===== src/source/exu_params.svh =====
`ifndef EXU_PARAMS_SVH
`define EXU_PARAMS_SVH

// data path width
`define EXU_XLEN 32

// data RAM geometry, in 32-bit words
`define EXU_MEM_WORDS 256
`define EXU_MEM_AW 8

// exit code reported by ebreak when rs1 is not taken
`define EXU_EBREAK_CODE 9

`endif


===== src/source/exu_pkg.sv =====
`include "exu_params.svh"

package exu_pkg;

    typedef logic [`EXU_XLEN-1:0] word_t;         // data and byte addresses

    // decoded operation kind
    typedef enum logic [2:0] {
        OP_ALU,
        OP_LOAD,
        OP_STORE,
        OP_BRANCH,
        OP_JAL,
        OP_JALR,
        OP_EBREAK
    } op_class_e;

    // compares reuse SUB, SLT and SLTU with cmp_negate
    typedef enum logic [3:0] {
        ADD,
        SUB,
        SLL,
        SLT,
        SLTU,
        XOR,
        SRL,
        SRA,
        OR,
        AND
    } alu_op_e;

    typedef enum logic [1:0] {
        SRC_RS1_RS2,
        SRC_RS1_IMM,
        SRC_PC_IMM,                               // auipc, jal target
        SRC_ZERO_IMM                              // lui
    } alu_src_e;

    typedef enum logic [1:0] {
        MEM_BYTE,
        MEM_HALF,
        MEM_WORD
    } mem_size_e;

endpackage


===== src/source/alu.sv =====
`timescale 1ns/1ps

module alu (
    input  exu_pkg::alu_op_e  alu_op,
    input  exu_pkg::alu_src_e alu_src,
    input  logic              cmp_negate,
    input  exu_pkg::word_t    rs1_d,
    input  exu_pkg::word_t    rs2_d,
    input  exu_pkg::word_t    imm,
    input  exu_pkg::word_t    pc,
    output exu_pkg::word_t    res
);
    import exu_pkg::*;

    word_t      op_a;
    word_t      op_b;
    logic       eq;
    logic       lt_s;
    logic       lt_u;
    logic [4:0] shamt;

    always_comb begin
        case (alu_src)
            SRC_RS1_RS2: begin
                op_a = rs1_d;
                op_b = rs2_d;
            end
            SRC_RS1_IMM: begin
                op_a = rs1_d;
                op_b = imm;
            end
            SRC_PC_IMM: begin
                op_a = pc;
                op_b = imm;
            end
            default: begin                        // lui form
                op_a = '0;
                op_b = imm;
            end
        endcase
    end

    assign eq    = (op_a == op_b);
    assign lt_s  = ($signed(op_a) < $signed(op_b));
    assign lt_u  = (op_a < op_b);
    assign shamt = op_b[4:0];

    // SUB is the equality compare; a plain subtract comes in as ADD with rs2 negated
    always_comb begin
        case (alu_op)
            ADD:     res = op_a + op_b;
            SUB:     res = {31'b0, eq ^ cmp_negate};     // beq / bne
            SLL:     res = op_a << shamt;
            SLT:     res = {31'b0, lt_s ^ cmp_negate};   // negate gives bge
            SLTU:    res = {31'b0, lt_u ^ cmp_negate};
            XOR:     res = op_a ^ op_b;
            SRL:     res = op_a >> shamt;
            SRA:     res = $signed(op_a) >>> shamt;
            OR:      res = op_a | op_b;
            AND:     res = op_a & op_b;
            default: res = '0;
        endcase
    end

    always_comb begin
        a_legal_op: assert (alu_op inside {ADD, SUB, SLL, SLT, SLTU, XOR, SRL, SRA, OR, AND})
            else $error("alu: illegal alu_op %0d", alu_op);
    end

endmodule


===== config.mk =====
export PLATFORM = sky130hd
export DESIGN_NAME = alu
export DESIGN_NICKNAME = d
export VERILOG_FILES = /design/src/source/exu_pkg.sv /design/src/source/alu.sv
export VERILOG_INCLUDE_DIRS = /design/src /design/src/source
export SDC_FILE = /design/constraint.sdc
export NUM_CORES = 1
export LEC_CHECK = 0
export ABC_AREA = 1
export BUFFER_PORTS_ARGS = -buffer_cell sky130_fd_sc_hd__buf_2
export CAP_MARGIN = 10
export CELL_PAD_IN_SITES_DETAIL_PLACEMENT = 0
export CELL_PAD_IN_SITES_GLOBAL_PLACEMENT = 1
export CORE_UTILIZATION = 41
export DETAILED_ROUTE_END_ITERATION = 8
export PLACE_DENSITY_LB_ADDON = 0.1
export SLEW_MARGIN = 25
export SYNTH_ARGS = -nofsm -noshare
export SYNTH_HDL_FRONTEND = slang
export SYNTH_SLANG_ARGS = --single-unit

===== constraint.sdc =====
create_clock -name vclk -period 9.7
set_input_delay 1.455 -clock vclk [all_inputs]
set_output_delay 1.455 -clock vclk [all_outputs]
set_load 0.01 [all_outputs]

==> out/metrics.cfg <==
[synth]
synth_warnings=0
yosys.cell_types.count=43
yosysTopAreaCellShare_pct=23.8
ys_seq_area_share_pct=0
ys_top_cells_by_area=nand2_1 24%, nand3_1 21%, ha_1 14%
netlist_area_um2=8870
syn_inst=1804
yosysTopAreaCell=nand2_1
synth_nets=2037
synth_area_per_cell_um2=4.92

[power_and_ir_drop]
leakagePower_nw=5.50
internal-power_mw=0.207
p_per_area_nw_per_um2=73.6
swShare_pct=71.2
comb_power_share_pct=100.0
pwr-share-clk_pct=0
power_frac_seq_pct=0
power.switching_mw=0.513
ir_drop_uv=64.3
finalPower_mw=0.720

[drt]
vias_per_cell=5.96
vias=13000
wl_per_cell_um=21.8
dr.pass1.iters=7
drtAntennaViolNets=0
drtIter0Drc=1781
drc=0
routed_wl_um=47500

[global_routing]
grt_pass1_wl_um=69500
grt-ovfl-total=0
grt_pass1_vias=11400
grt_antenna_before_repair=1
track_usage_pct=41.8
grt_max_degree=72

[cells_and_area]
nClkBuffers=0
seq_cells=0
n_antenna_cell=0
layout-area-overhead-vs-synth_pct=10.4
final_nets=2139
design_area_um2=9790
drive_above_1_share_pct=10.9
regArea_um2=0
fillers=2544

[sta]
finalHoldViolCount=0
slew_headroom_pct=37.8
maxSlewViolCount=0
timing.setup.tns_ns=0
rsz0062_at_grt=no
setup_violations=0
max_freq_mhz=144
tightest_slew_ns=0.933
timing.final.crit_share_pct=71.6
period_minus_slack_ns=6.94

[floorplan]
start_util_pct=42.1
dieArea_um2=22200
std_cell_rows=53
io_pins=167
die_h_um=149
die_x_um=149
coreArea_um2=21100

[placement]
dp_hpwl_um=39000
place.gp.congestion=1.06
dpl_cell_area_um2=9790
io_buffers=167

[critical_path]
critPathSlowestCell=buf_2
crit_path_frequent_cell=nand2_1
worstSetupEndpointType=output port
crit_type=in2out
cp_top_family=buffers and inverters
arrival_ns=5.49
crit_chain=buf_2 > inv_2 > nand2_1 > nand2_1 > nand2_1 > buf_4 > ha_1 > fa_1 > nand2_1 > nand3_1 > o21ai_0 > o21ai_0 > nand2_1 > nand2_1 > a21oi_1 > o21ai_0 > nand3_1 > nor2_1 > nand2_1 > buf_2
worstPathMaxFanout=40
crit_path_start_kind=primary input
worst-path-buf-inv=4
max_stage_delay_ns=0.45
worstPathRequired_ns=8.25

[clock_network]
postCtsHoldBufs=0
cts_setup_buffers=0
cts-resized-gates=0

[job]
maxCapViolCount=0

[min_path]
hp-class=in2out

[run_status]
status=finished clean

==> cell usage in the layout (no fill, tap or decap), types with 9 or more instances in the layout <==
master      n
nand4_1    20
a21oi_1    97
o21ai_0   101
ha_1       97
o211ai_1   12
o22ai_1    17
o21ai_1     9
inv_1     202
nand2_1   562
nor2_1    142
buf_2     167
nand3_1   377
buf_4      15
nor3_1     13
==> tightest hold or removal path, stage by stage <==
cell	delay [ns]
buf_2	0.09
nand2_1	0.04
nand3_1	0.09
nand2_1	0.05
buf_2	0.13
==> synthesized netlist by cell type, drive strengths merged, types with 5 or more instances <==
cell / n
nor2: 145
nand4: 20
o21a: 5
inv: 210
clkbuf: 35
ha: 97
nand2: 565
a21oi: 98
nand3: 381
o211ai: 12
buf: 47
nor3: 13
a221oi: 8
o21ai: 115
o22ai: 17
==> final timing paths <==
kind	startpoint	endpoint	slack [ns]	depth (start not counted)
setup / recovery	alu_src[1]	res[10]	2.76	20
hold / removal	cmp_negate	res[0]	3.31	5
==> layer usage <==
metal  track usage (%)  vias to the layer above  wire, µm
li1                  -                     6163         -
met1              58.9                     5818     19800
met4              20.0                        2      2730
met5                 0                        -        13
met2              62.5                      898     19500
met3              5.08                      112      5490
==> power by group through the flow <==
stage	Sequential, mW	Combinational (mW)	Clock, mW
after floorplan	0	0.461	0
after global placement	0	0.689	0
after detailed placement	0	0.689	0
after CTS	0	0.692	0
after global routing	0	0.778	0
final	0	0.720	0
==> cells by family after synthesis <==
group,after synthesis,share of synthesized area [%]
and+or+nand+nor,1137,55.1
buffers and inverters,294,13.4
AOI/OAI and AO/OA,272,17.3
adders and majority gates,98,13.9
xor gates and xnor gates,3,0.296
==> area by class of cell <==
cell class | count | area [µm²] | area share, %
multi-input cells | 1510 | 7700 | 78.7
well taps | 275 | 344 | 3.51
repair buffers | 182 | 948 | 9.69
inverters | 212 | 796 | 8.13
==> per-stage QoR <==
stage	instances	utilization [%]	hold WS, ns	setup slack, ns
2_1_floorplan	1804	-	3.07	4.40
3_3_place_gp	2179	46.4	3.32	3.10
3_5_place_dp	2179	46.4	3.32	2.96
4_1_cts	2179	46.4	3.32	2.95
5_1_grt	2179	46.4	3.38	2.44
6_report	2179	46.4	3.31	2.76
No activity file was read; power rests on OpenSTA's default activity.
