### src/source/exu_params.svh
`ifndef EXU_PARAMS_SVH
`define EXU_PARAMS_SVH

// data path width
`define EXU_XLEN 32

// data RAM geometry, in 32-bit words
`define EXU_MEM_WORDS 256
`define EXU_MEM_AW 8

// exit code reported by ebreak when rs1 is not taken
`define EXU_EBREAK_CODE 9

`endif

### src/source/exu_pkg.sv
`include "exu_params.svh"

package exu_pkg;

    typedef logic [`EXU_XLEN-1:0] word_t;         // data and byte addresses

    // decoded operation kind
    typedef enum logic [2:0] {
        OP_ALU,
        OP_LOAD,
        OP_STORE,
        OP_BRANCH,
        OP_JAL,
        OP_JALR,
        OP_EBREAK
    } op_class_e;

    // compares reuse SUB, SLT and SLTU with cmp_negate
    typedef enum logic [3:0] {
        ADD,
        SUB,
        SLL,
        SLT,
        SLTU,
        XOR,
        SRL,
        SRA,
        OR,
        AND
    } alu_op_e;

    typedef enum logic [1:0] {
        SRC_RS1_RS2,
        SRC_RS1_IMM,
        SRC_PC_IMM,                               // auipc, jal target
        SRC_ZERO_IMM                              // lui
    } alu_src_e;

    typedef enum logic [1:0] {
        MEM_BYTE,
        MEM_HALF,
        MEM_WORD
    } mem_size_e;

endpackage

### src/source/next_pc.sv
`timescale 1ns/1ps

module next_pc (
    input  exu_pkg::op_class_e op_class,
    input  exu_pkg::word_t     pc,
    input  exu_pkg::word_t     rs1_d,
    input  exu_pkg::word_t     imm,
    input  logic               taken,
    output exu_pkg::word_t     dnpc_next
);
    import exu_pkg::*;

    word_t snpc;                                  // sequential pc
    word_t pc_rel;                                // jal and branch target
    word_t reg_rel;                               // jalr target before clearing bit 0

    assign snpc    = pc + 32'd4;
    assign pc_rel  = pc + imm;
    assign reg_rel = rs1_d + imm;

    always_comb begin
        case (op_class)
            OP_JAL: begin
                dnpc_next = pc_rel;
            end
            OP_JALR: begin
                dnpc_next = {reg_rel[31:1], 1'b0};
            end
            OP_BRANCH: begin
                // taken already carries the negate flag
                if (taken) begin
                    dnpc_next = pc_rel;
                end else begin
                    dnpc_next = snpc;
                end
            end
            default: begin
                dnpc_next = snpc;
            end
        endcase
    end

endmodule

### config.mk
export PLATFORM = sky130hd
export DESIGN_NAME = next_pc
export DESIGN_NICKNAME = d
export VERILOG_FILES = /design/src/source/exu_pkg.sv /design/src/source/next_pc.sv
export VERILOG_INCLUDE_DIRS = /design/src /design/src/source
export SDC_FILE = /design/constraint.sdc
export NUM_CORES = 1
export LEC_CHECK = 0
export BUFFER_PORTS_ARGS = -buffer_cell sky130_fd_sc_hd__clkbuf_2
export CORE_MARGIN = 2
export CORE_UTILIZATION = 28
export DETAILED_ROUTE_END_ITERATION = 16
export MAX_ROUTING_LAYER = met4
export PLACE_DENSITY = 0.6
export SLEW_MARGIN = 40
export SYNTH_ARGS = -nofsm -noshare
export SYNTH_HDL_FRONTEND = slang
export SYNTH_SLANG_ARGS = --single-unit
### constraint.sdc
create_clock -name vclk -period 8.1
set_input_delay 1.62 -clock vclk [all_inputs]
set_output_delay 1.62 -clock vclk [all_outputs]
set_load 0.005 [all_outputs]
==> flow_summary.yaml <==
global_route:
  overflow: 0
  grt_pass1_wl_um: 24900
  antenna_found_initial: 0
  track_usage: 0.188
  grt_pass1_vias: 4970
  grt_max_degree: 25
logic_synthesis:
  synthSimpleGateAreaFrac: 0.233
  synth_compound_area_frac: 0.389
  syn_nets: 794
  synthMuxAreaShare: 0.00694
  synthCells: 630
  synth_cell_types: 66
  synth_xor_area_frac: 0.144
  yosysSeqAreaShare: 0
  syn_avg_cell_area_um2: 6.87
  synth_adder_area_share: 0.189
  syn_area_um2: 4330
  synth_top_family_by_area: "compound AO/OA/AOI/OAI gates"
  yosys_warnings: 0
die:
  core_area_um2: 15100
  fp.dieW_um: 128
  dieHeight_um: 128
  ios: 132
  fp-row-count: 45
  start_util: 0.286
  die-area_um2: 16500
worst_setup_path:
  critPathLaunchType: "input port"
  required_ns: 6.48
  worst_path_max_delay_cell: "fa_1"
  critPathMaxFanout: 4
  crit_chain: "clkbuf_2 > ha_1 > inv_1 > fa_1 > nand2b_1 > a21oi_1 > nor4_1 > o21a_1 > o31a_4 > o31ai_4 > o31a_2 > mux2i_1 > o211ai_1 > clkbuf_2"
  endpoint_kind: "output port"
  cp.arrival_ns: 4.55
  critPathMaxStageDelay_ns: 0.40
  critPathKind: "in2out"
  crit_top_cell: "clkbuf_2"
sta:
  fmax_mhz: 162
  tightest_slew_ns: 0.650
  setup-violations-final: 0
  hold_viol: 0
  drv_slew: 0
  tns_ns: 0
  fin_ws_ns: 1.93
  slew_headroom: 0.556
  fin_crit_sh: 0.761
  rsz0062_at_grt: "no"
  timing.final.crit_period_ns: 6.17
drt:
  first_pass_iters: 5
  ant_nets: 0
  viasPerCell: 5.56
  drc: 0
  vias: 5181
  drt-initial-drc-count: 434
  wl_per_cell_um: 16.6
  routed_wl_um: 15500
cells_and_area:
  fin_area_um2: 5170
  fin_cells: 932
  num-clock-buffers: 0
  nets: 910
  flops_and_latches: 0
  seq_area_um2: 0
  area_growth_pct: 19.4
  n_antenna_cell: 0
  drive_gt1_frac: 0.208
  utilization: 0.341
flow_run:
  maxCapViolations: 0
placed_design:
  dpl.hpwl_um: 12900
  gp_congestion: 0.888
  place_area_um2: 5170
  io_buffer_count: 132
  post-place-ws_ns: 1.95
  dp.cells: 932
worst_hold_path:
  hold_depth: 3
  min_from: "pc[0]"
  hold_class: "in2out"
  hold_end: "dnpc_next[0]"
clock_tree:
  ctsResizeCount: 0
  cts_setup_buffers: 0
  hold_buffers: 0
pwr:
  power.density_nw_per_um2: 74.7
  vdd_ir_drop_max_uv: 15.5
  total_leakage_power_nw: 2.35
outcome:
  status: "finished, final reports clean"
[cells in the final DEF, fill, tap and decap left out, types with 3 or more instances in the layout]
| cell type | n |
|---|---|
| a2111o_1 | 3 |
| a211o_1 | 7 |
| a211oi_1 | 6 |
| a21o_1 | 16 |
| a21oi_1 | 62 |
| a22oi_1 | 15 |
| a31oi_1 | 10 |
| a41oi_1 | 3 |
| and2_1 | 7 |
| and3_1 | 14 |
| buf_4 | 3 |
| clkbuf_2 | 132 |
| ha_1 | 62 |
| inv_1 | 23 |
| mux2i_1 | 3 |
| nand2_1 | 52 |
| nand2b_1 | 10 |
| nand3_1 | 31 |
| nand4_1 | 13 |
| nor2_1 | 43 |
| nor2b_1 | 6 |
| nor3_1 | 10 |
| nor4_1 | 4 |
| o211ai_1 | 11 |
| o21a_1 | 9 |
| o21ai_0 | 40 |
| o21ai_1 | 4 |
| o21bai_1 | 12 |
| o221ai_1 | 11 |
| o31ai_1 | 3 |
| or2_2 | 4 |
| or3_1 | 3 |
| xnor2_1 | 39 |
| xor2_1 | 32 |
[critical path: cells and delay by family]
family / cells / cell delay, ns
AND/OR/NAND/NOR: 2 / 0.29
buffers and inverters: 3 / 0.33
multiplexers: 1 / 0.19
AO/OA/AOI/OAI: 6 / 1.50
adder cells (fa/ha/maj): 2 / 0.61
[layer usage]
| layer | part of all wire | GRT usage | wire length [um] | up-vias |
|---|---|---|---|---|
| met5 | 0 | - | 0 | - |
| met4 | 0.011 | 0.0220 | 172 | 0 |
| met3 | 0.049 | 0.0150 | 755 | 12 |
| met2 | 0.45 | 0.305 | 6990 | 177 |
| met1 | 0.49 | 0.264 | 7550 | 2355 |
| li1 | - | - | - | 2637 |
[synthesized netlist by cell type (4+ instances only)]
cell type | n | area, um2
a211o_1 | 7 | 61.3
a211oi_1 | 6 | 45.0
a21o_1 | 16 | 120
a21oi_1 | 62 | 310
a22oi_1 | 15 | 113
a31oi_1 | 10 | 62.6
and2_1 | 7 | 43.8
and3_1 | 14 | 87.6
clkbuf_1 | 18 | 67.6
ha_1 | 62 | 776
inv_1 | 23 | 86.3
nand2_1 | 52 | 195
nand2b_1 | 10 | 62.6
nand3_1 | 31 | 155
nand4_1 | 13 | 81.3
nor2_1 | 43 | 161
nor2b_1 | 6 | 37.5
nor3_1 | 10 | 50.1
nor4_1 | 4 | 25.0
o211ai_1 | 11 | 82.6
o21a_1 | 10 | 75.1
o21ai_0 | 40 | 200
o21ai_1 | 5 | 25.0
o21bai_1 | 12 | 90.1
o221ai_1 | 11 | 96.3
or2_2 | 4 | 25.0
xnor2_1 | 39 | 342
xor2_1 | 32 | 280
[final cells by class]
class,instances,area [um2]
fill,1686,9980
inverter,23,86.3
multi-input combinational,586,4160
tap,188,235
timing repair buffer,135,683
[stage by stage]
step / hold slack (ns) / power [mW]
finish: 3.55 / 0.386
global route: 3.57 / 0.431
floorplan: 3.34 / 0.259
global placement: 3.54 / 0.381
CTS: 3.54 / 0.384
detailed placement: 3.54 / 0.381
[worst max path at each step]
stage / startpoint / to / slack, ns / cells past startpoint
finish: imm[0] / dnpc_next[30] / 1.93 / 14
floorplan: pc[0] / dnpc_next[30] / 2.53 / 12
global placement: imm[0] / dnpc_next[30] / 2.03 / 14
global route: imm[0] / dnpc_next[20] / 1.66 / 14
CTS: imm[0] / dnpc_next[30] / 1.94 / 14
detailed placement: imm[0] / dnpc_next[30] / 1.95 / 14
[report_power, final]
| part | total [mW] | leakage (nW) | internal, mW | switching [mW] |
|---|---|---|---|---|
| Sequential | 0 | 0 | 0 | 0 |
| Clock | 0 | 0 | 0 | 0 |
| Combinational | 0.386 | 2.35 | 0.164 | 0.222 |
| Total | 0.386 | 2.35 | 0.164 | 0.222 |
[cells by family after synthesis]
group / count (synthesis)
AND/OR/NAND/NOR: 204
AO/OA/AOI/OAI: 244
multiplexers: 3
buffers and inverters: 44
XOR/XNOR: 71
adder cells (fa/ha/maj): 64
(Power assumes the default switching activity.)
