**config.mk**
```make
export PLATFORM = sky130hd
export DESIGN_NAME = lsu
export DESIGN_NICKNAME = d
export VERILOG_FILES = /design/src/source/exu_pkg.sv /design/src/source/lsu.sv
export VERILOG_INCLUDE_DIRS = /design/src /design/src/source
export SDC_FILE = /design/constraint.sdc
export NUM_CORES = 1
export LEC_CHECK = 0
export BUFFER_PORTS_ARGS = -buffer_cell sky130_fd_sc_hd__buf_2
export CORE_AREA = 2 2 87 89
export CTS_CLUSTER_SIZE = 8
export DETAILED_ROUTE_END_ITERATION = 10
export DIE_AREA = 0 0 89 91
export MAX_ROUTING_LAYER = met4
export PLACE_DENSITY = 0.75
export RECOVER_POWER = 50
export SLEW_MARGIN = 20
export SYNTH_ARGS = -nofsm -noshare
export SYNTH_HDL_FRONTEND = slang
export SYNTH_SLANG_ARGS = --single-unit
```
**constraint.sdc**
```tcl
create_clock -name clk -period 9.5 [get_ports clk]
set_clock_uncertainty 0.15 [all_clocks]
set_input_delay 1.425 -clock clk [delete_from_list [all_inputs] [get_ports clk]]
set_output_delay 1.425 -clock clk [all_outputs]
set_load 0.01 [all_outputs]
```
**src/source/exu_params.svh**
```systemverilog
`ifndef EXU_PARAMS_SVH
`define EXU_PARAMS_SVH

// data path width
`define EXU_XLEN 32

// data RAM geometry, in 32-bit words
`define EXU_MEM_WORDS 256
`define EXU_MEM_AW 8

// exit code reported by ebreak when rs1 is not taken
`define EXU_EBREAK_CODE 9

`endif

```
**src/source/exu_pkg.sv**
```systemverilog
`include "exu_params.svh"

package exu_pkg;

    typedef logic [`EXU_XLEN-1:0] word_t;         // data and byte addresses

    // decoded operation kind
    typedef enum logic [2:0] {
        OP_ALU,
        OP_LOAD,
        OP_STORE,
        OP_BRANCH,
        OP_JAL,
        OP_JALR,
        OP_EBREAK
    } op_class_e;

    // compares reuse SUB, SLT and SLTU with cmp_negate
    typedef enum logic [3:0] {
        ADD,
        SUB,
        SLL,
        SLT,
        SLTU,
        XOR,
        SRL,
        SRA,
        OR,
        AND
    } alu_op_e;

    typedef enum logic [1:0] {
        SRC_RS1_RS2,
        SRC_RS1_IMM,
        SRC_PC_IMM,                               // auipc, jal target
        SRC_ZERO_IMM                              // lui
    } alu_src_e;

    typedef enum logic [1:0] {
        MEM_BYTE,
        MEM_HALF,
        MEM_WORD
    } mem_size_e;

endpackage

```
**src/source/lsu.sv**
```systemverilog
`timescale 1ns/1ps
`include "exu_params.svh"

module lsu (
    input  logic                   clk,
    input  logic                   rst_n,
    input  logic                   start,
    input  logic                   write,
    input  logic                   mem_signed,
    input  exu_pkg::mem_size_e     mem_size,
    input  exu_pkg::word_t         addr,
    input  exu_pkg::word_t         store_data,
    input  logic                   gnt,
    input  exu_pkg::word_t         rdata,
    output logic                   req,
    output logic                   we,
    output logic [`EXU_MEM_AW-1:0] word_addr,
    output exu_pkg::word_t         wdata,
    output logic [3:0]             wmask,
    output logic                   done,
    output exu_pkg::word_t         load_data
);
    import exu_pkg::*;

    typedef enum logic [1:0] {
        S_IDLE,
        S_REQ,                                    // waiting for grant
        S_DATA                                    // RAM answers this cycle
    } state_e;

    state_e    state;
    word_t     addr_q;
    word_t     data_q;
    mem_size_e size_q;
    logic      signed_q;
    logic      write_q;
    logic [4:0] lane_shift;
    word_t     shifted;

    always_ff @(posedge clk) begin
        if (!rst_n) begin
            state <= S_IDLE;
        end else begin
            case (state)
                S_IDLE: begin
                    if (start) begin
                        state <= S_REQ;
                    end
                end
                S_REQ: begin
                    if (gnt) begin
                        state <= S_DATA;
                    end
                end
                default: begin
                    state <= S_IDLE;
                end
            endcase
        end
    end

    // operation fields are held for the whole access
    always_ff @(posedge clk) begin
        if (start && state == S_IDLE) begin
            addr_q   <= addr;
            data_q   <= store_data;
            size_q   <= mem_size;
            signed_q <= mem_signed;
            write_q  <= write;
        end
    end

    assign lane_shift = {addr_q[1:0], 3'b000};

    assign req       = (state == S_REQ);
    assign we        = write_q;
    assign word_addr = addr_q[`EXU_MEM_AW+1:2];
    assign wdata     = data_q << lane_shift;      // move rs2 into its byte lane
    assign done      = (state == S_DATA);

    always_comb begin
        case (size_q)
            MEM_BYTE: wmask = 4'b0001 << addr_q[1:0];
            MEM_HALF: wmask = addr_q[1] ? 4'b1100 : 4'b0011;
            default:  wmask = 4'b1111;
        endcase
    end

    assign shifted = rdata >> lane_shift;

    always_comb begin
        case (size_q)
            MEM_BYTE: load_data = {{24{shifted[7] & signed_q}}, shifted[7:0]};
            MEM_HALF: load_data = {{16{shifted[15] & signed_q}}, shifted[15:0]};
            default:  load_data = shifted;
        endcase
    end

    // a grant only answers an outstanding request
    a_gnt_on_req: assert property (@(posedge clk) disable iff (!rst_n)
        gnt |-> req)
        else $error("lsu: grant without a request");

    // the address comes straight from the alu sum
    a_half_align: assert property (@(posedge clk) disable iff (!rst_n)
        start && mem_size == MEM_HALF |-> !addr[0])
        else $error("lsu: misaligned halfword access at %h", addr);

endmodule

```
==> run summary <==
The number of nets in the final layout came out at 505. Of all cell types, the one taking the most synthesized area is sky130_fd_sc_hd__edfxtp_1. When the netlist entered floorplanning its net count stood at approximately 360. The final cell area excluding filler cells came out at 3680 µm². The category of the worst setup path capture point is an output port. Of all nets on the critical path, the largest fanout is 16. The die extent in y came out at 91 µm. The number of max-slew violations in the final report is 0. The count of final hold-check violations came out at 0.

The via count of the first global-routing pass is 2,273. For the pin with the worst max-slew slack, the measured transition is 1.47 ns. The fraction of registers with async set or reset after synthesis came out at 0%. The number of hold buffers added after cts came out at 0.

The time the final worst path needs with I/O delays and setup came out at 4.48 ns. The final standard cell utilization of the core came out at 51.6%. The number of filler instances in the final layout is 683. The most used routing layer in global routing is met2. The CTS root buffer is sky130_fd_sc_hd__clkbuf_8. The standard cell area after detailed placement came out at about 3600 µm². The final cell count without fillers is between 500 and 600.

The clock transition time at the flip-flop clock pins of the worst setup and hold paths is approximately 0.080 ns. The average cell area after synthesis is 11.0 µm². Once the clock tree was built, the resizer swapped 0 gates to a different size. The worst min-delay path category is flip-flop to flip-flop. The run finished with clean final reports. Summing every instance area after synthesis gives 2810 µm². Setup repair after global routing left no endpoint under its margin. Timing would allow up to 223 MHz. The max-cap violation count came out at 0. The total number of placement rows is 31. The placed wire-length estimate came out at 5.61 mm. The met3 layer usage reported by global route came out at 4.18%. The relative contribution of combinational cells to total power came out at 25.9%. At the worst endpoint, the required time is 7.93 ns. By instance count, the leading cell after synthesis is sky130_fd_sc_hd__edfxtp_1. The count of yosys warnings during synthesis is 0.

The portion of the clock cycle consumed by the worst path in the final layout is between 40% and 50%. The aggregate routed wire length is 7.15 mm. In the global route stage, met2 resource usage came out at between 30% and 40%.

The overall power after layout is 0.509 mW. The internal power consumption came out at 0.360 mW. The weighted congestion at the end of routability-driven global placement is 0.775. During I/O placement, the number of pins put on the boundary was 183. TritonCTS built the clock tree. The core footprint is about 7000 µm². The most used flip-flop cell after synthesis is sky130_fd_sc_hd__edfxtp_1. The later-pin clock latency in the skew report is ~0.29 ns. The antenna violation net count after detailed routing is 0. Of the total power, the share spent switching nets is 29.3%.

The number of flops mapped to enable cells by yosys is between 40 and 50. The part of the power in the clock network is 23.5%. The total negative setup slack came out at 0 ns. The final-layout worst hold slack came out at 0.494 ns. The wire length of the first global-routing pass came out at 10.1 mm. The overall track demand over capacity in global routing is between 15 and 20%.

The worst setup slack before clock tree synthesis came out at 5.02 ns. The distinct cell type count of the synthesized netlist is 33. The area of the die is 8100 µm². The worst IR drop on VDD is 0.125 mV.

The ratio of cells with drive above 1 in the final layout came out at ~48%. The diode insertion count for antenna repair is 0. The static leakage is 1.70 nW. For this run, design rule violations remaining after detail routing come to 0. In the final routed layout, each cell accounts on average for around 14 µm. The worst pin sits at a relative slew slack of 1.72%. The area growth from synthesis to layout came out at 31.1%. In this run the number of H-tree levels came out at 2. By area the synthesized netlist is led by sky130_fd_sc_hd__edfxtp_1, sky130_fd_sc_hd__mux2i_1, sky130_fd_sc_hd__nor2b_1. The critical path is of the input pin to output port type. The synthesized flop and latch total is 48. The final setup violation count is 0. For this block, the initial DRC count from the detailed router was 54. The count of vias placed by the detailed router came out at 2,469. Ranked by instance count, the synthesized netlist is headed by sky130_fd_sc_hd__edfxtp_1, sky130_fd_sc_hd__mux2i_1, sky130_fd_sc_hd__nand2_1. The initial antenna violation count came out at 0. Entering global routing, the biggest net connects 36 pins. Once the floorplan was initialized, standard cells occupied 39.3% of the core.

The worst path meets setup with 5.02 ns of slack. The total clock buffers created by CTS is 5. The count of buffers inserted at the top-level ports is 160. The number of cells in the design after placement is 493. The proportion of power drawn by flip-flops and latches came out at approximately 51%.

For met1 alone, demand over resource in global routing was ~17%. The post-CTS setup repair buffer count came out at 0. The mean number of vias per cell is just under 5. STA classifies the critical path startpoint as an input pin.

The fraction of post-synthesis cell area in the top cell type by area is 49.2%. In this run the power spent charging and discharging nets is between 0.1 and 0.15 mW. The floorplan step set the die width to 89 µm.

The count of TritonRoute iterations in the first routing pass came out at 4. The areal power density over the cells came out at between 100 and 150 nW/µm². The clock tree buffer depth is 2. The overflow left after global routing is 0. Data arrives at the worst endpoint at 2.91 ns. The proportion of synthesized chip area in sequential cells is 50.6%. The number of instances in the synthesized netlist came out at 254. The CTS sink count came out at 48.
==> cell type report <==
cell class | instances | area [µm²] | area share, %
Clock inverter | 3 | 22.5 | 0.612
Multi-Input combinational cell | 179 | 1210 | 32.8
Timing Repair Buffer | 165 | 830 | 22.5
Inverter | 2 | 7.51 | 0.204
Tap cell | 99 | 124 | 3.37
Sequential cell | 48 | 1420 | 38.6
Clock buffer | 5 | 68.8 | 1.87
==> registers in the layout (all words and copies together) (netlist names) <==
| register | flops |
|---|---|
| addr_q | 10 |
| data_q | 32 |
| signed_q | 1 |
| size_q | 2 |
| state | 2 |
| we | 1 |
==> kinds of logic (layout without fill, tap and decap cells) <==
logic type | Yosys count | count (layout) | share of synthesized area, %
flops | 48 | 48 | 50.6
buf+inv | 27 | 175 | 6.37
mux | 34 | 34 | 12.4
compound gates | 62 | 62 | 15.2
simple gates | 83 | 83 | 15.3
==> final timing paths <==
check	depth (start not counted)	slack, ns	end	from
setup / recovery	6	5.02	load_data[21]	rdata[15]
hold / removal	2	0.49	state[1]	state[1]
setup reg to reg	2	7.25	data_q[29]	state[1]
hold reg to reg	2	0.49	state[1]	state[1]
==> worst max-delay path, cell delays in order <==
cell and delay [ns]:
sky130_fd_sc_hd__buf_2 0.10, sky130_fd_sc_hd__mux2i_1 0.18, sky130_fd_sc_hd__mux2i_1 0.11, sky130_fd_sc_hd__o211ai_2 0.68, sky130_fd_sc_hd__o21ai_0 0.21, sky130_fd_sc_hd__buf_2 0.19
==> per-layer routing <==
metal	vias up	wire length [µm]	share of wire, %
met4	0	85	1.2
li1	1212	-	-
met2	126	3590	50
met5	-	0	0
met1	1123	2770	39
met3	8	700	9.8
==> cells in the final DEF (no fill, tap or decap), types with 2 or more instances in the layout <==
| master | instances |
|---|---|
| sky130_fd_sc_hd__nor2_1 | 19 |
| sky130_fd_sc_hd__nand2_1 | 21 |
| sky130_fd_sc_hd__o21bai_1 | 4 |
| sky130_fd_sc_hd__nand2_2 | 8 |
| sky130_fd_sc_hd__a221oi_1 | 7 |
| sky130_fd_sc_hd__a211oi_1 | 15 |
| sky130_fd_sc_hd__o21ai_2 | 2 |
| sky130_fd_sc_hd__clkbuf_8 | 5 |
| sky130_fd_sc_hd__nor2b_1 | 19 |
| sky130_fd_sc_hd__buf_4 | 3 |
| sky130_fd_sc_hd__mux2i_1 | 27 |
| sky130_fd_sc_hd__inv_1 | 2 |
| sky130_fd_sc_hd__a21oi_1 | 16 |
| sky130_fd_sc_hd__dfxtp_1 | 2 |
| sky130_fd_sc_hd__edfxtp_1 | 46 |
| sky130_fd_sc_hd__o21ai_0 | 14 |
| sky130_fd_sc_hd__buf_2 | 159 |
| sky130_fd_sc_hd__and2_1 | 9 |
| sky130_fd_sc_hd__mux2_2 | 6 |
| sky130_fd_sc_hd__clkbuf_1 | 3 |
==> power groups by stage <==
stage | registers, mW | clock network [mW] | logic [mW]
3_3_place_gp | 0.261 | 0 | 0.131
6_report | 0.258 | 0.120 | 0.132
4_1_cts | 0.257 | 0.123 | 0.134
5_1_grt | 0.260 | 0.129 | 0.144
2_1_floorplan | 0.260 | 0 | 0.0812
3_5_place_dp | 0.262 | 0 | 0.134
Power figures use the tool's default switching activity.
