[config.mk]
export PLATFORM = sky130hd
export DESIGN_NAME = mem_arbiter
export DESIGN_NICKNAME = d
export VERILOG_FILES = /design/src/source/exu_pkg.sv /design/src/source/mem_arbiter.sv
export VERILOG_INCLUDE_DIRS = /design/src /design/src/source
export SDC_FILE = /design/constraint.sdc
export NUM_CORES = 1
export LEC_CHECK = 0
export ABC_AREA = 0
export BUFFER_PORTS_ARGS = -buffer_cell sky130_fd_sc_hd__buf_4
export CORE_MARGIN = 2
export CORE_UTILIZATION = 24
export DETAILED_ROUTE_END_ITERATION = 7
export GPL_ROUTABILITY_DRIVEN = 0
export PLACE_DENSITY_LB_ADDON = 0.08
export SYNTH_ARGS = -nofsm -noshare
export SYNTH_HDL_FRONTEND = slang
export SYNTH_SLANG_ARGS = --single-unit
[constraint.sdc]
create_clock -name clk -period 1.1 [get_ports clk]
set_input_delay 0.165 -clock clk [delete_from_list [all_inputs] [get_ports clk]]
set_output_delay 0.165 -clock clk [all_outputs]
set_load 0.01 [all_outputs]
[src/source/exu_params.svh]
`ifndef EXU_PARAMS_SVH
`define EXU_PARAMS_SVH

// data path width
`define EXU_XLEN 32

// data RAM geometry, in 32-bit words
`define EXU_MEM_WORDS 256
`define EXU_MEM_AW 8

// exit code reported by ebreak when rs1 is not taken
`define EXU_EBREAK_CODE 9

`endif

[src/source/exu_pkg.sv]
`include "exu_params.svh"

package exu_pkg;

    typedef logic [`EXU_XLEN-1:0] word_t;         // data and byte addresses

    // decoded operation kind
    typedef enum logic [2:0] {
        OP_ALU,
        OP_LOAD,
        OP_STORE,
        OP_BRANCH,
        OP_JAL,
        OP_JALR,
        OP_EBREAK
    } op_class_e;

    // compares reuse SUB, SLT and SLTU with cmp_negate
    typedef enum logic [3:0] {
        ADD,
        SUB,
        SLL,
        SLT,
        SLTU,
        XOR,
        SRL,
        SRA,
        OR,
        AND
    } alu_op_e;

    typedef enum logic [1:0] {
        SRC_RS1_RS2,
        SRC_RS1_IMM,
        SRC_PC_IMM,                               // auipc, jal target
        SRC_ZERO_IMM                              // lui
    } alu_src_e;

    typedef enum logic [1:0] {
        MEM_BYTE,
        MEM_HALF,
        MEM_WORD
    } mem_size_e;

endpackage

[src/source/mem_arbiter.sv]
`timescale 1ns/1ps
`include "exu_params.svh"

module mem_arbiter (
    input  logic                   clk,
    input  logic                   rst_n,
    input  logic                   lsu_req,
    input  logic                   lsu_we,
    input  logic [`EXU_MEM_AW-1:0] lsu_addr,
    input  exu_pkg::word_t         lsu_wdata,
    input  logic [3:0]             lsu_wmask,
    input  logic                   host_req,
    input  logic                   host_we,
    input  logic [`EXU_MEM_AW-1:0] host_addr,
    input  exu_pkg::word_t         host_wdata,
    output logic                   lsu_gnt,
    output logic                   host_gnt,
    output logic                   ram_en,
    output logic                   ram_we,
    output logic [`EXU_MEM_AW-1:0] ram_addr,
    output exu_pkg::word_t         ram_wdata,
    output logic [3:0]             ram_wmask,
    output logic                   host_data_valid
);
    import exu_pkg::*;

    // lsu always wins, the host waits
    assign lsu_gnt  = lsu_req;
    assign host_gnt = host_req && !lsu_req;

    assign ram_en = lsu_gnt || host_gnt;

    always_comb begin
        if (lsu_gnt) begin
            ram_we    = lsu_we;
            ram_addr  = lsu_addr;
            ram_wdata = lsu_wdata;
            ram_wmask = lsu_wmask;
        end else begin
            ram_we    = host_gnt && host_we;
            ram_addr  = host_addr;
            ram_wdata = host_wdata;
            ram_wmask = 4'b1111;                  // host writes whole words
        end
    end

    // read data shows up one cycle after the access
    always_ff @(posedge clk) begin
        if (!rst_n) begin
            host_data_valid <= 1'b0;
        end else begin
            host_data_valid <= host_gnt;
        end
    end

    // a waiting host keeps its request up
    a_host_hold: assert property (@(posedge clk) disable iff (!rst_n)
        host_req && !host_gnt |=> host_req)
        else $error("mem_arbiter: host req dropped before grant");

endmodule

==> results.txt, run 1 <==
The total DRC errors in the routed layout is 0. The antenna diode count came out at 0. The synthesized area per cell is 12.2 um2. The total power divided by cell area came out at 456 mW/mm2. The number of max-slew violations in the final report was 0. The first-pass iteration count of the detailed router came out at 2. The via count of the first global-routing pass came out at 975. The routed via count divided by cell count came out at 4.41. The share of the Yosys chip area taken by registers is 0.0299.

The element type at the critical path start is an input port. Headroom to the max-slew limit came out at 0.913. The minimum clock period is 1.08 ns. The initial antenna violation count came to 0. Synthesis produced a netlist whose cell count is 55. For this design, the slowest cell found on the critical path is sky130_fd_sc_hd__mux2_2.

The vertical die dimension is 56.9 um. The slew of the pin with the lowest slew margin came out at 0.131 ns. The initial core utilization is 0.247. The share of cells above drive strength 1 is 0.958. The via count is 984. Setup repair after global routing could not meet its margin everywhere. Entering global routing, the biggest net connects 23 pins. The top cell types in the final layout, fill and taps aside, are 140 x sky130_fd_sc_hd__buf_4, 26 x sky130_fd_sc_hd__mux2_4, 14 x sky130_fd_sc_hd__mux2_2, 4 x sky130_fd_sc_hd__nand2b_1, 2 x sky130_fd_sc_hd__buf_12. The reported max-cap violation count came out at 0. The flow ran to the end, and the final reports show no timing, DRC or antenna violations.

The area of the multi-input gates is 601 um2. The number of nets with antenna violations after detailed routing is 0. Setup total negative slack on the finished layout was measured at 0 ns. Yosys mapped the design onto 11 distinct sky130hd cell types.

For this run, the total global-route usage over all layers was measured as 0.152. The peak supply drop is 0.000294 V. After the first detailed-routing iteration, the DRC count stood at 13.

In the final design database the tool counted 284 nets. The leftover overflow at the end of global routing came out at 0. The die area came out at 0.00323 mm2. The total count of hold-check failures in the final report came to 0.

The top register by number of flip-flops is host_data_valid. In this run the worst hold path is classified as in -> reg. STA classifies the critical path endpoint as an output pin. The sequential cell area in the final layout came out at 20.0 um2.

The delay of the slowest cell on the worst path came out at 0.34 ns. Input and output buffers added on the ports amount to 138. The post-synthesis instance area is 671 um2. The die extent in x came out at 56.9 um. The number of I/O pins is 139. After detailed routing, the average wire length per cell comes to 12.9 um. The worst endpoint data arrival time came out at 0.92 ns.

The post-detailed-routing wire length is 2.89 mm. The post-synthesis sequential element count came out at 1. The library cell used most frequently in the layout, excluding fill and tap cells, is sky130_fd_sc_hd__buf_4. Dividing the final minimum period by the clock period gives 0.985. Derived from the worst setup path, the maximum achievable clock frequency is 923 MHz. The largest registers in the layout are host_data_valid x1.

The floorplan step defined a core boundary enclosing 0.00271 mm2. The worst setup path is of the in -> out kind. The endpoint required time on the critical path is 0.94 ns. The number of setup violations in the final report is 0. The area growth from synthesis to layout is 163%.

The first-pass GRT wire length came out at 4.04 mm. The number of warning messages in the yosys log came out at 0. The synthesized netlist net count came out at 145.

The number of fill cells in the layout came out at 228. The static leakage came out at 0.994 nW. Traced cell by cell, the critical path runs through buf_6 -> buf_12 -> mux2_2 -> buf_4. The number of cell rows came out at 19. The worst-path maximum fanout came out at 22. Measured on the finished design, the core utilization comes to 0.650. The flip-flop count of the largest register after layout came to 1. In this run, post-CTS hold repair placed 0 buffers. The clock-pin slew of the registers on the worst-case setup and hold paths is 0 ns.
==> kinds of logic (layout without fill, tap and decap cells) <==
family | after synthesis | in the layout | share of synthesized area
muxes | 40 | 40 | 0.806
DFF | 1 | 1 | 0.0299
buffers and inverters | 6 | 143 | 0.0858
and+or+nand+nor | 7 | 7 | 0.0653
AOI/OAI and AO/OA | 1 | 1 | 0.0131
==> cell type report <==
class                   instances  share of cell area
repair buffers                143               0.626
multi-input cells              48               0.341
well taps                      31              0.0220
flip-flops and latches          1              0.0114
==> metrics by stage <==
stage	power [mW]	hold WS, ns	setup slack [ns]	instance area (um2)	std cells
after floorplan	0.348	0.287	0.166	671	55
after global placement	0.790	0.370	-0.0105	1750	223
after detailed placement	0.805	0.374	-0.0232	1750	223
after CTS	0.810	0.376	0.0109	1760	223
after global routing	0.847	0.386	-0.0134	1760	223
final	0.803	0.372	0.0169	1760	223
==> worst max-delay path, delay by kind of cell <==
family                 cells  cell delay (ns)
buffers and inverters      3             0.40
multiplexers               1             0.34
==> worst paths after layout <==
path	slack, ns	startpoint	endpoint	cells past startpoint
worst max-delay path	0.02	lsu_req	ram_wdata[3]	4
worst min-delay path	0.37	rst_n	host_data_valid	2
==> layer usage <==
metal	GRT usage	wire (um)	share of wire
met1	0.158	876	0.30
met2	0.327	1660	0.57
met3	0.0207	354	0.12
met4	0.00664	0	0
met5	0	0	0
==> cell usage after synthesis (all sizes together) <==
master,n,area share
buf,6,0.086
a22o,1,0.013
and2,1,0.0093
or2,1,0.0093
dfxtp,1,0.030
nor2b,1,0.0093
mux2,40,0.81
nand2b,4,0.037
==> power by group <==
group / internal (mW) / switching, mW / total (mW) / leakage, nW
combinational: 0.529 / 0.236 / 0.764 / 0.986
clock: 0 / 0 / 0 / 0
sequential: 0.0385 / 0.000398 / 0.0389 / 0.00822
total: 0.567 / 0.236 / 0.803 / 0.994
==> repair_timing <==
| item | in CTS | in global routing |
|---|---|---|
| gates resized for setup | 2 | 1 |
| buffers inserted | 0 | 0 |
| endpoints found under the setup margin | 16 | 11 |
Note: power is estimated with default switching activity, not from simulation.
==> inputs of run 2 (changes only) <==
--- a/config.mk
+++ b/config.mk
@@ -8,6 +8,7 @@
 export LEC_CHECK = 0
 export ABC_AREA = 0
 export BUFFER_PORTS_ARGS = -buffer_cell sky130_fd_sc_hd__buf_4
+export CORE_ASPECT_RATIO = 0.75
 export CORE_MARGIN = 2
 export CORE_UTILIZATION = 24
 export DETAILED_ROUTE_END_ITERATION = 7
==> results.txt, run 2 (synthesis gave the netlist of run 1 again) <==
The number of port buffers came out at 138. The antenna diode count came out at 0. The flow ran to the end, and the final reports show no timing, DRC or antenna violations.

Once layout is done, the placed cells without fillers occupy 0.00182 mm2. In the final routing, the length of wire on met1 measures 895 um. Timing would allow up to 934 MHz. Setup repair after global routing left no endpoint under its margin. Of the cells placed in the final design, the portion with a size suffix greater than 1 is 0.959.

In this run the worst hold path is classified as in -> reg. Using the TritonRoute via totals, the vias-per-cell ratio works out to 4.37. The worst setup path is of the in -> out kind. Of the available clock period, the critical path in the final layout requires 0.973.

The number of I/O pins is 139. The total number of nets in the final design came out at 285. The total DRC errors in the routed layout came out at 0. The half-perimeter wire length after detailed placement is 2.65 mm.

The worst-path maximum fanout came out at 19. More flip-flops sit in one register than any other, and that register is host_data_valid. The leftover overflow at the end of global routing is 0. The die is 49.8 um tall.

After detailed placement, the total cell area comes to 0.00177 mm2. The total count of hold-check failures in the final report is 0. The final cell utilization of the core is 0.688.

The initial core utilization came out at 0.254. The final setup TNS came out at 0 ns. Setup violations remaining at the end of the flow were counted as 0.

Row generation in the floorplan step produced 16 rows. The worst setup path is captured at an output pin. In the detailed route, the total length drawn on met3 is 404 um. Post-CTS timing repair inserted 0 buffers for setup. The detailed router used layers up to and including met3. In the final layout, the registers with the most flip-flops are host_data_valid x1.

The core region is 0.00264 mm2. The overall fraction of global-route tracks in use came out at 0.156. For the pin with the worst max-slew slack, the measured transition is 0.155 ns. Leaving out fill and tap cells, the most frequent cells in the layout are 139 x sky130_fd_sc_hd__buf_4, 26 x sky130_fd_sc_hd__mux2_4, 14 x sky130_fd_sc_hd__mux2_2, 4 x sky130_fd_sc_hd__nand2b_1, 4 x sky130_fd_sc_hd__buf_12. For the finished layout, the period the worst path requires is 1.07 ns. For this block, the via count after detailed routing is 1001. The analysis attributes to cell leakage a power of 1.01 nW. The peak supply drop is 0.000220 V. The per-cell routed wire length came out at 13.0 um. The flip-flop count of the largest register after layout came out at 1. The number of hold buffers added after cts is 0. The number of nets with antenna violations after detailed routing is 0. The via count of the first global-routing pass is 985. The die area came out at 0.00324 mm2. The initial antenna violation count is 0. The die extent in x came out at 65.0 um. Summed over all layers, the routed wires come to 2.97 mm. Data on the critical path is required at its endpoint by 0.94 ns.

Measured against its own limit, the worst slew margin works out to 0.896. The worst setup margin is 0.0298 ns. The first-pass GRT wire length is 4.16 mm. The number of violations reported at the end of detailed-routing iteration 0 is 22. The post-place setup slack is -0.0412 ns. The largest net degree at the start of global routing came out at 20. The length of routed met2 wiring is 1.67 mm. For the worst setup path, the data arrival time is 0.91 ns.

The growth of design area from synthesis to finish came out at 171%. The worst setup path is launched from an input port. In this run the power density over the cells is 455 mW/mm2. The number of max-slew violations in the final report came out at 0. The first-pass iteration count of the detailed router came out at 4.

The reported max-cap violation count is 0. Clock-pin slew was measured on the worst setup and hold paths at 0 ns. Leaving out fill and tap cells, the most frequent cell in the layout is sky130_fd_sc_hd__buf_4.
run 2: cell types whose count changed in the layout (fill, tap and decap cells not counted):
cell                     delta
sky130_fd_sc_hd__buf_12     +2
sky130_fd_sc_hd__buf_4      -1
sky130_fd_sc_hd__buf_16     +1
sky130_fd_sc_hd__buf_6      -1
run 2: worst max-delay path: stages:
cell	delay [ns]
sky130_fd_sc_hd__buf_12	0.11
sky130_fd_sc_hd__buf_12	0.17
sky130_fd_sc_hd__mux2_4	0.31
sky130_fd_sc_hd__buf_4	0.15
run 2: routing by layer:
metal  global-route usage  vias up
li1                     -      479
met1                0.142      452
met2                0.351       70
met3               0.0457        0
met4                    0        0
met5                    0        -
run 2: power breakdown:
part	switching (mW)	internal, mW
combinational	0.241	0.547
sequential	0.000464	0.0385
clock	0	0
run 2: repair_timing:
action / 4_1_cts / 5_1_grt
gates resized for setup: 5 / 1
hold endpoints to repair: 0 / 0
cloned: 1 / 0
endpoints found under the setup margin: 14 / 3
run 2: cell type report:
cell class | instances | area (um2)
multi-input combinational | 48 | 601
fill | 227 | 826
tap | 36 | 45.0
timing repair buffer | 144 | 1150
sequential | 1 | 20.0
run 2: metrics by stage:
| step | hold slack [ns] | instances | power [mW] |
|---|---|---|---|
| final | 0.375 | 229 | 0.827 |
| after global routing | 0.380 | 229 | 0.871 |
| after CTS | 0.376 | 229 | 0.833 |
| after detailed placement | 0.376 | 228 | 0.811 |
| after global placement | 0.368 | 228 | 0.795 |
| after floorplan | 0.287 | 55 | 0.348 |
run 2: path summary, 6_finish.rpt:
kind | startpoint | to | cells after the start
worst min-delay path | rst_n | host_data_valid | 2
worst max-delay path | lsu_req | ram_wdata[31] | 4
